$ cat src/program.hex
// One 32-bit RV32 instruction word per line, in hex
// Line n holds ROM word n, byte address n*4
00100093
00200113
002081b3
40208233
0030f2b3
0030e333
0030c3b3
00209433
0020d4b3
4020d533
0020a5b3
0020b633
00a00693
fff68693
fe069ee3
00c00713
00171793
0017d813
12345837
00001897
008000ef
00000013
00008067
00f70933
412709b3
00e7ca33
00e7eab3
00e7fb33
016a8bb3
017b0c33
00100073
0000006f
$ cat src/source/fetch_pkg.sv
// Shared types and constants for the dual-hart fetch subsystem
package fetch_pkg;

    // Number of harts sharing the instruction ROM
    localparam int NUM_HARTS = 2;

    // ROM geometry; the index wraps within ROM_WORDS
    localparam int ROM_WORDS = 32;

    // Hex image loaded into the ROM at time zero
    localparam string ROM_FILE = "/design/src/program.hex";

    // Entries per hart in the fetch queue
    localparam int QUEUE_DEPTH = 4;

    // Credits held by a fetch unit right after reset
    localparam int CREDITS_INIT = 4;

    // Byte program counter, same width as the ROM address
    typedef logic [15:0] pc_t;

    // One RV32 instruction word
    typedef logic [31:0] instr_t;

    // Word index into the ROM
    typedef logic [4:0] rom_idx_t;

    // Credit count, wide enough for CREDITS_INIT
    typedef logic [2:0] credit_t;

    // Fetch starts here on both harts
    localparam pc_t RESET_PC = 16'h0000;

    // Which hart won the ROM last; the other one has priority next
    typedef enum logic {
        LAST_H0,
        LAST_H1
    } arb_state_t;

endpackage

$ cat src/source/instr_rom.sv
`timescale 1ns/1ps

// Read-only instruction memory, word organised, byte addressed
module instr_rom (
    input  fetch_pkg::pc_t    addr,
    output fetch_pkg::instr_t rd
);
    import fetch_pkg::*;

    // Word storage, no write port
    instr_t rom [ROM_WORDS];

    // Word index taken from the byte address
    rom_idx_t idx;

    // Program image comes from the hex file
    initial begin
        $readmemh(ROM_FILE, rom);
    end

    // Drop the byte offset, then keep only the index bits
    // so fetches past the end wrap back to word 0
    assign idx = rom_idx_t'(addr >> 2);

    // Purely combinational read
    assign rd = rom[idx];

endmodule

$ cat src/source/rom_arbiter.sv
`timescale 1ns/1ps

// Round-robin arbiter for the single ROM read port
module rom_arbiter (
    input  logic                            clk,
    input  logic                            rst_n,
    input  logic [fetch_pkg::NUM_HARTS-1:0] req,
    input  fetch_pkg::pc_t                  addr_h0,
    input  fetch_pkg::pc_t                  addr_h1,
    output logic [fetch_pkg::NUM_HARTS-1:0] grant,
    output fetch_pkg::pc_t                  rom_addr
);
    import fetch_pkg::*;

    // Hart that got the ROM most recently
    arb_state_t last_q;

    // Grant is combinational from the requests
    always_comb begin
        grant = '0;
        if (req[0] && req[1]) begin
            // Conflict goes to whoever did not win last time
            if (last_q == LAST_H0) begin
                grant[1] = 1'b1;
            end else begin
                grant[0] = 1'b1;
            end
        end else begin
            // A lone requester always wins
            grant = req;
        end
    end

    // Winner's address drives the ROM
    assign rom_addr = grant[1] ? addr_h1 : addr_h0;

    // Remember the winner to rotate priority
    always_ff @(posedge clk) begin
        if (!rst_n) begin
            // Hart 0 gets first pick after reset
            last_q <= LAST_H1;
        end else if (grant[0]) begin
            last_q <= LAST_H0;
        end else if (grant[1]) begin
            last_q <= LAST_H1;
        end
    end

endmodule

$ cat src/source/fetch_queue.sv
`timescale 1ns/1ps

// Small circular buffer of fetched instruction and pc pairs
module fetch_queue (
    input  logic              clk,
    input  logic              rst_n,
    input  logic              flush,
    input  logic              push,
    input  fetch_pkg::instr_t push_instr,
    input  fetch_pkg::pc_t    push_pc,
    input  logic              pop,
    output fetch_pkg::instr_t head_instr,
    output fetch_pkg::pc_t    head_pc,
    output logic              empty,
    output logic              room
);
    import fetch_pkg::*;

    localparam int PTR_W = $clog2(QUEUE_DEPTH);
    localparam int CNT_W = $clog2(QUEUE_DEPTH + 1);

    // Entry storage
    instr_t instr_mem [QUEUE_DEPTH];
    pc_t    pc_mem    [QUEUE_DEPTH];

    // Pointers and occupancy
    logic [PTR_W-1:0] rd_ptr;
    logic [PTR_W-1:0] wr_ptr;
    logic [CNT_W-1:0] count;

    // Qualified push and pop, both dropped on flush
    logic do_push;
    logic do_pop;

    assign empty = (count == '0);

    // A pop this cycle frees a slot for a push this cycle
    assign room = (count < CNT_W'(QUEUE_DEPTH)) || pop;

    assign do_push = push && !flush;
    assign do_pop  = pop && !empty && !flush;

    // Head is read combinationally
    assign head_instr = instr_mem[rd_ptr];
    assign head_pc    = pc_mem[rd_ptr];

    // Payload write
    always_ff @(posedge clk) begin
        if (do_push) begin
            instr_mem[wr_ptr] <= push_instr;
            pc_mem[wr_ptr]    <= push_pc;
        end
    end

    // Pointer and count update
    always_ff @(posedge clk) begin
        if (!rst_n || flush) begin
            rd_ptr <= '0;
            wr_ptr <= '0;
            count  <= '0;
        end else begin
            if (do_push) begin
                // Explicit wrap, depth need not be a power of two
                wr_ptr <= (wr_ptr == PTR_W'(QUEUE_DEPTH - 1)) ? '0 : wr_ptr + 1'b1;
            end
            if (do_pop) begin
                rd_ptr <= (rd_ptr == PTR_W'(QUEUE_DEPTH - 1)) ? '0 : rd_ptr + 1'b1;
            end
            if (do_push && !do_pop) begin
                count <= count + 1'b1;
            end else if (do_pop && !do_push) begin
                count <= count - 1'b1;
            end
        end
    end

endmodule

$ cat src/source/fetch_unit.sv
`timescale 1ns/1ps

// Per-hart fetch: pc, ROM request, queue and credit-based delivery
module fetch_unit (
    input  logic              clk,
    input  logic              rst_n,
    output logic              rom_req,
    output fetch_pkg::pc_t    rom_addr,
    input  logic              grant,
    input  fetch_pkg::instr_t rom_rd,
    input  logic              redirect_valid,
    input  fetch_pkg::pc_t    redirect_pc,
    input  logic              credit_return,
    output logic              instr_valid,
    output fetch_pkg::instr_t instr,
    output fetch_pkg::pc_t    instr_pc
);
    import fetch_pkg::*;

    // Address of the next word to fetch
    pc_t pc_q;

    // Decoder slots still free
    credit_t credit_q;

    // Low during reset and the cycle after it
    logic active_q;

    // Queue handshake
    logic q_push;
    logic q_pop;
    logic q_empty;
    logic q_room;

    // Ask for the ROM whenever the queue can take one more word
    assign rom_req  = active_q && q_room;
    assign rom_addr = pc_q;

    // Granted word is accepted unless a redirect throws it away
    assign q_push = grant && !redirect_valid;

    // Deliver the head when there is one, a credit, and no redirect
    assign q_pop = !q_empty && (credit_q != '0) && !redirect_valid;

    // Delivery is a one-cycle pulse per popped entry
    assign instr_valid = q_pop;

    fetch_queue u_queue (
        .clk        (clk),
        .rst_n      (rst_n),
        .flush      (redirect_valid),
        .push       (q_push),
        .push_instr (rom_rd),
        .push_pc    (pc_q),
        .pop        (q_pop),
        .head_instr (instr),
        .head_pc    (instr_pc),
        .empty      (q_empty),
        .room       (q_room)
    );

    // Request enable comes up one cycle after reset
    always_ff @(posedge clk) begin
        if (!rst_n) begin
            active_q <= 1'b0;
        end else begin
            active_q <= 1'b1;
        end
    end

    // Program counter
    always_ff @(posedge clk) begin
        if (!rst_n) begin
            pc_q <= RESET_PC;
        end else if (redirect_valid) begin
            // Target is forced to a word boundary
            pc_q <= {redirect_pc[15:2], 2'b00};
        end else if (q_push) begin
            pc_q <= pc_q + 16'd4;
        end
    end

    // Credit counter, kept across redirects
    always_ff @(posedge clk) begin
        if (!rst_n) begin
            credit_q <= credit_t'(CREDITS_INIT);
        end else begin
            case ({q_pop, credit_return})
                2'b10: begin
                    credit_q <= credit_q - 1'b1;
                end
                2'b01: begin
                    credit_q <= credit_q + 1'b1;
                end
                // Spend and return in one cycle cancel out
                default: begin
                    credit_q <= credit_q;
                end
            endcase
        end
    end

endmodule

$ cat src/source/fetch_top.sv
`timescale 1ns/1ps

// Two fetch units sharing one instruction ROM
module fetch_top (
    input  logic              clk,
    input  logic              rst_n,
    input  logic              redirect_valid_h0,
    input  fetch_pkg::pc_t    redirect_pc_h0,
    input  logic              credit_return_h0,
    output logic              instr_valid_h0,
    output fetch_pkg::instr_t instr_h0,
    output fetch_pkg::pc_t    instr_pc_h0,
    input  logic              redirect_valid_h1,
    input  fetch_pkg::pc_t    redirect_pc_h1,
    input  logic              credit_return_h1,
    output logic              instr_valid_h1,
    output fetch_pkg::instr_t instr_h1,
    output fetch_pkg::pc_t    instr_pc_h1
);
    import fetch_pkg::*;

    // Request and grant, one bit per hart
    logic [NUM_HARTS-1:0] rom_req;
    logic [NUM_HARTS-1:0] rom_grant;

    // Per-hart fetch addresses and the arbitrated ROM port
    pc_t    fetch_addr_h0;
    pc_t    fetch_addr_h1;
    pc_t    rom_addr;
    instr_t rom_rd;

    // Hart 0
    fetch_unit u_fetch_h0 (
        .clk            (clk),
        .rst_n          (rst_n),
        .rom_req        (rom_req[0]),
        .rom_addr       (fetch_addr_h0),
        .grant          (rom_grant[0]),
        .rom_rd         (rom_rd),
        .redirect_valid (redirect_valid_h0),
        .redirect_pc    (redirect_pc_h0),
        .credit_return  (credit_return_h0),
        .instr_valid    (instr_valid_h0),
        .instr          (instr_h0),
        .instr_pc       (instr_pc_h0)
    );

    // Hart 1
    fetch_unit u_fetch_h1 (
        .clk            (clk),
        .rst_n          (rst_n),
        .rom_req        (rom_req[1]),
        .rom_addr       (fetch_addr_h1),
        .grant          (rom_grant[1]),
        .rom_rd         (rom_rd),
        .redirect_valid (redirect_valid_h1),
        .redirect_pc    (redirect_pc_h1),
        .credit_return  (credit_return_h1),
        .instr_valid    (instr_valid_h1),
        .instr          (instr_h1),
        .instr_pc       (instr_pc_h1)
    );

    rom_arbiter u_arbiter (
        .clk      (clk),
        .rst_n    (rst_n),
        .req      (rom_req),
        .addr_h0  (fetch_addr_h0),
        .addr_h1  (fetch_addr_h1),
        .grant    (rom_grant),
        .rom_addr (rom_addr)
    );

    // Read data goes to both harts, only the granted one keeps it
    instr_rom u_rom (
        .addr (rom_addr),
        .rd   (rom_rd)
    );

endmodule

$ cat config.mk
export PLATFORM = sky130hd
export DESIGN_NAME = fetch_top
export DESIGN_NICKNAME = d
export VERILOG_FILES = /design/src/source/fetch_pkg.sv /design/src/source/instr_rom.sv /design/src/source/rom_arbiter.sv /design/src/source/fetch_queue.sv /design/src/source/fetch_unit.sv /design/src/source/fetch_top.sv
export SDC_FILE = /design/constraint.sdc
export NUM_CORES = 1
export LEC_CHECK = 0
export ABC_AREA = 1
export BUFFER_PORTS_ARGS = -buffer_cell sky130_fd_sc_hd__buf_2
export CORE_MARGIN = 1
export CORE_UTILIZATION = 41
export DETAILED_ROUTE_END_ITERATION = 10
export HOLD_SLACK_MARGIN = 0.06
export PLACE_DENSITY = 0.71
export RECOVER_POWER = 25
export SYNTH_ARGS = -nofsm -noshare
export SYNTH_HDL_FRONTEND = slang
export SYNTH_SLANG_ARGS = --single-unit
$ cat constraint.sdc
create_clock -name clk -period 3.25 [get_ports clk]
set_clock_uncertainty 0.1 [all_clocks]
set_input_delay 0.65 -clock clk [delete_from_list [all_inputs] [get_ports clk]]
set_output_delay 0.65 -clock clk [all_outputs]
set_load 0.02 [all_outputs]
==> summary.txt <==
Run status
  • Outcome: completed

Worst hold path
  • Min-delay worst type: in -> reg

Die
  • Die W: 142 um
  • Placeable Area: 18900 sq um
  • # IOs: 136
  • Starting Density: 42.4%
  • Std-Cell Rows: 50
  • Die Y: 142 um
  • Die area: 20100 sq um

Detailed routing
  • Post-DRT Antenna Nets: 0
  • Wire length per cell: 13.2 um
  • Total Wirelength: 15300 um
  • Initial DRC count: 497
  • Pre-Repair DR Iteration Count: 6
  • Via count: 5601
  • Vias/cell: 4.82
  • DRC violations left: 0

Worst setup path
  • Arr. time, crit path: 2.05 ns
  • Worst setup path end: instr_pc_h1[6]
  • Reg2reg end: u_fetch_h0.u_queue.count[2]$_SDFFE_PP0P_
  • Reg2Reg Setup Slack: 0.59 ns
  • Setup crit end kind: primary output
  • Reg2Reg Launch Point: u_fetch_h0.credit_q[0]$_SDFFE_PN0P_
  • Critical Path Start Type: register
  • Kind of critical path: reg -> out
  • Crit-path max FO: 28
  • FF-to-FF path depth: 13
  • Worst endpoint required time: 2.50 ns

Timing
  • Max Freq: 0.357 GHz
  • Hold slack: 0.337 ns
  • Slew margin rel.: 51.3%
  • Final Cycle Share: 86.2%
  • RSZ-0062 raised after global routing: no
  • Worst-Margin Slew: 0.726 ns
  • TNS Setup: 0 ns
  • Final Hold Viols: 0
  • Final setup violation count: 0
  • Min Tclk post-route: 2.80 ns
  • Final slew viol count: 0
  • Setup WS post-layout: 0.448 ns

Logic synthesis
  • Syn Inst Count: 823
  • Register area share after synthesis: 55.5%
  • Async set-reset flop share out of synthesis: 0%
  • FF+latch count, synth: 166
  • Synth warn: 0
  • Number of synthesized flops with an enable pin: 112
  • Mapped Area: 8000 sq um
  • Most used flip-flop cell after synthesis: edfxtp_1
  • Synth unique cells: 32
  • Mapped Avg Cell Area: 9.73 sq um

Global route
  • Initial antenna violation count: 0
  • Largest net degree at the start of global routing: 29
  • Global Route Usage Sum: 15.8%
  • Global-route wire length before repair: 24500 um
  • Vias in the first global route: 5072
  • GR Overflow Total: 0

Layout
  • Area Overhead vs Synth: 11.2%
  • Net count, final: 948
  • Util after Layout: 47.1%
  • Area of the multi-input gates: 2890 sq um
  • Diodes inserted: 0
  • Flip-flop and latch area: 4440 sq um
  • Fill cells: 1746
  • Layout cells sized above 1: 15.5%

Flow run
  • MaxCap Viol Count: 0

Placed design
  • Detail Placement HPWL: 9920 um
  • Port bufs: 63
  • Worst slack, placed: 0.310 ns
  • Placer Congestion: 0.860

Clock network
  • Buffer depth of the longest clock path: 2
  • Clock transition at the registers of the reported paths: 0.07 ns
  • Cts repair resizes: 0
  • Htree depth: 4
  • CTS tree: done
  • Worst-skew pair later-pin latency: 0.43 ns
  • Post-CTS Setup Bufs: 0
  • CTS Hold Buffers Added: 0
  • CTS root buf: clkbuf_16
  • Clk sinks: 166
  • CTS buffer count: 17

Pwr
  • Tot Pwr: 4.90 mW
  • Leak pwr: 3.52 nW
  • Maximum VDD drop: 0.388 mV
  • Pwr/cell area: 551 nW/um^2
==> worst max-delay path: stages (launching register included) <==
cell and delay, ns:
dfxtp_1 0.33, clkinv_1 0.58, o21ai_0 0.39, o22ai_1 0.14
buf_2 0.18
==> power breakdown <==
part           total (mW)  internal, mW  leakage, nW  switching [mW]
Sequential           2.40          2.33         1.48          0.0781
Clock                2.01          1.11        0.297           0.903
Combinational       0.493         0.150         1.74           0.343
Total                4.90          3.58         3.52            1.32
==> cells in the mapped netlist, drive strengths merged (2+ instances only) <==
master	count	area share, %
xor2	8	0.88
nor2	96	4.5
inv	54	2.5
clkinv	2	0.094
nor3	3	0.19
clkbuf	21	1.5
edfxtp	112	42
buf	76	7.4
nand2	141	7.3
a21oi	48	3.7
nand3	53	3.5
dfxtp	54	14
o21bai	3	0.28
o21ai	88	5.5
xnor2	5	0.55
o22ai	28	2.2
ha	16	2.5
fa	4	1.0
nand4	7	0.55
o211a	2	0.25
==> flip-flops by register name, summed over array words and instances (netlist names), named ones only <==
name and count:
u_arbiter.last_q 1, u_fetch_h0.active_q 1, u_fetch_h0.credit_q 3, u_fetch_h0.rom_addr 14, u_fetch_h0.u_queue.count 3, u_fetch_h0.u_queue.pc_mem 56
u_fetch_h0.u_queue.rd_ptr 2, u_fetch_h0.u_queue.wr_ptr 2, u_fetch_h1.credit_q 3, u_fetch_h1.rom_addr 14, u_fetch_h1.u_queue.count 3, u_fetch_h1.u_queue.pc_mem 56
u_fetch_h1.u_queue.rd_ptr 2, u_fetch_h1.u_queue.wr_ptr 2
==> layout by cell type, fill, tap and decap left out, types with 4 or more instances in the layout <==
cell type and instances:
nand4_1 7, a21oi_1 36, xnor2_1 5, buf_4 15, edfxtp_1 112, nand2_2 10
nor2_1 96, inv_6 4, xor2_1 8, buf_2 62, o21ai_0 88, nand2_1 127
inv_8 6, dfxtp_1 54, nand2_4 4, conb_1 68, a21oi_2 11, o22ai_1 28
ha_1 16, inv_1 52, fa_1 4, clkbuf_16 17, nand3_1 50
==> layout make-up <==
class	instances	area share [%]
Multi-Input combinational cell	571	32.5
Sequential cell	166	49.9
Clock inverter	15	1.97
Tap cell	260	3.66
Clock buffer	17	4.78
Timing Repair Buffer	78	4.79
Inverter	56	2.36
==> per-stage QoR <==
| step | instances | cell area, sq um |
|---|---|---|
| floorplan | 890 | 8260 |
| global placement | 1131 | 8300 |
| detailed placement | 1131 | 8300 |
| CTS | 1163 | 8900 |
| global route | 1163 | 8900 |
| finish | 1163 | 8900 |
==> worst min path at each step <==
stage / start / end / slack (ns) / cells past startpoint
after floorplan: u_fetch_h0.u_queue.rd_ptr[1]$_SDFFE_PP0P_ / register / 0.34 / 2
after CTS: rst_n / u_fetch_h0.active_q$_DFF_P_ / 0.28 / 1
final: rst_n / u_fetch_h0.active_q$_DFF_P_ / 0.34 / 1
after detailed placement: u_fetch_h0.credit_q[2]$_SDFFE_PN1P_ / u_fetch_h0.credit_q[2]$_SDFFE_PN1P_ / 0.37 / 1
after global routing: rst_n / u_fetch_h0.active_q$_DFF_P_ / 0.35 / 1
after global placement: u_fetch_h0.credit_q[2]$_SDFFE_PN1P_ / u_fetch_h0.credit_q[2]$_SDFFE_PN1P_ / 0.36 / 1
==> cells by family (layout without fill, tap and decap cells) <==
group | count (synthesis) | after routing | share of synthesized area (%)
AND/OR/NAND/NOR | 300 | 300 | 16.0
AO/OA/AOI/OAI | 170 | 170 | 12.0
flip-flops | 166 | 166 | 55.5
buffers and inverters | 153 | 166 | 11.5
adder cells (fa/ha/maj) | 20 | 20 | 3.50
XOR/XNOR | 13 | 13 | 1.42
other | 1 | 68 | 0.0469
==> metal layers <==
metal  routed length [um]  up-vias  track usage, %
met5                    0        -               0
met4                  240        0            6.17
met3                  706       20            2.70
met2                 7210      169            25.8
met1                 7180     2597            20.9
li1                     -     2815               -
(Power assumes the default switching activity.)
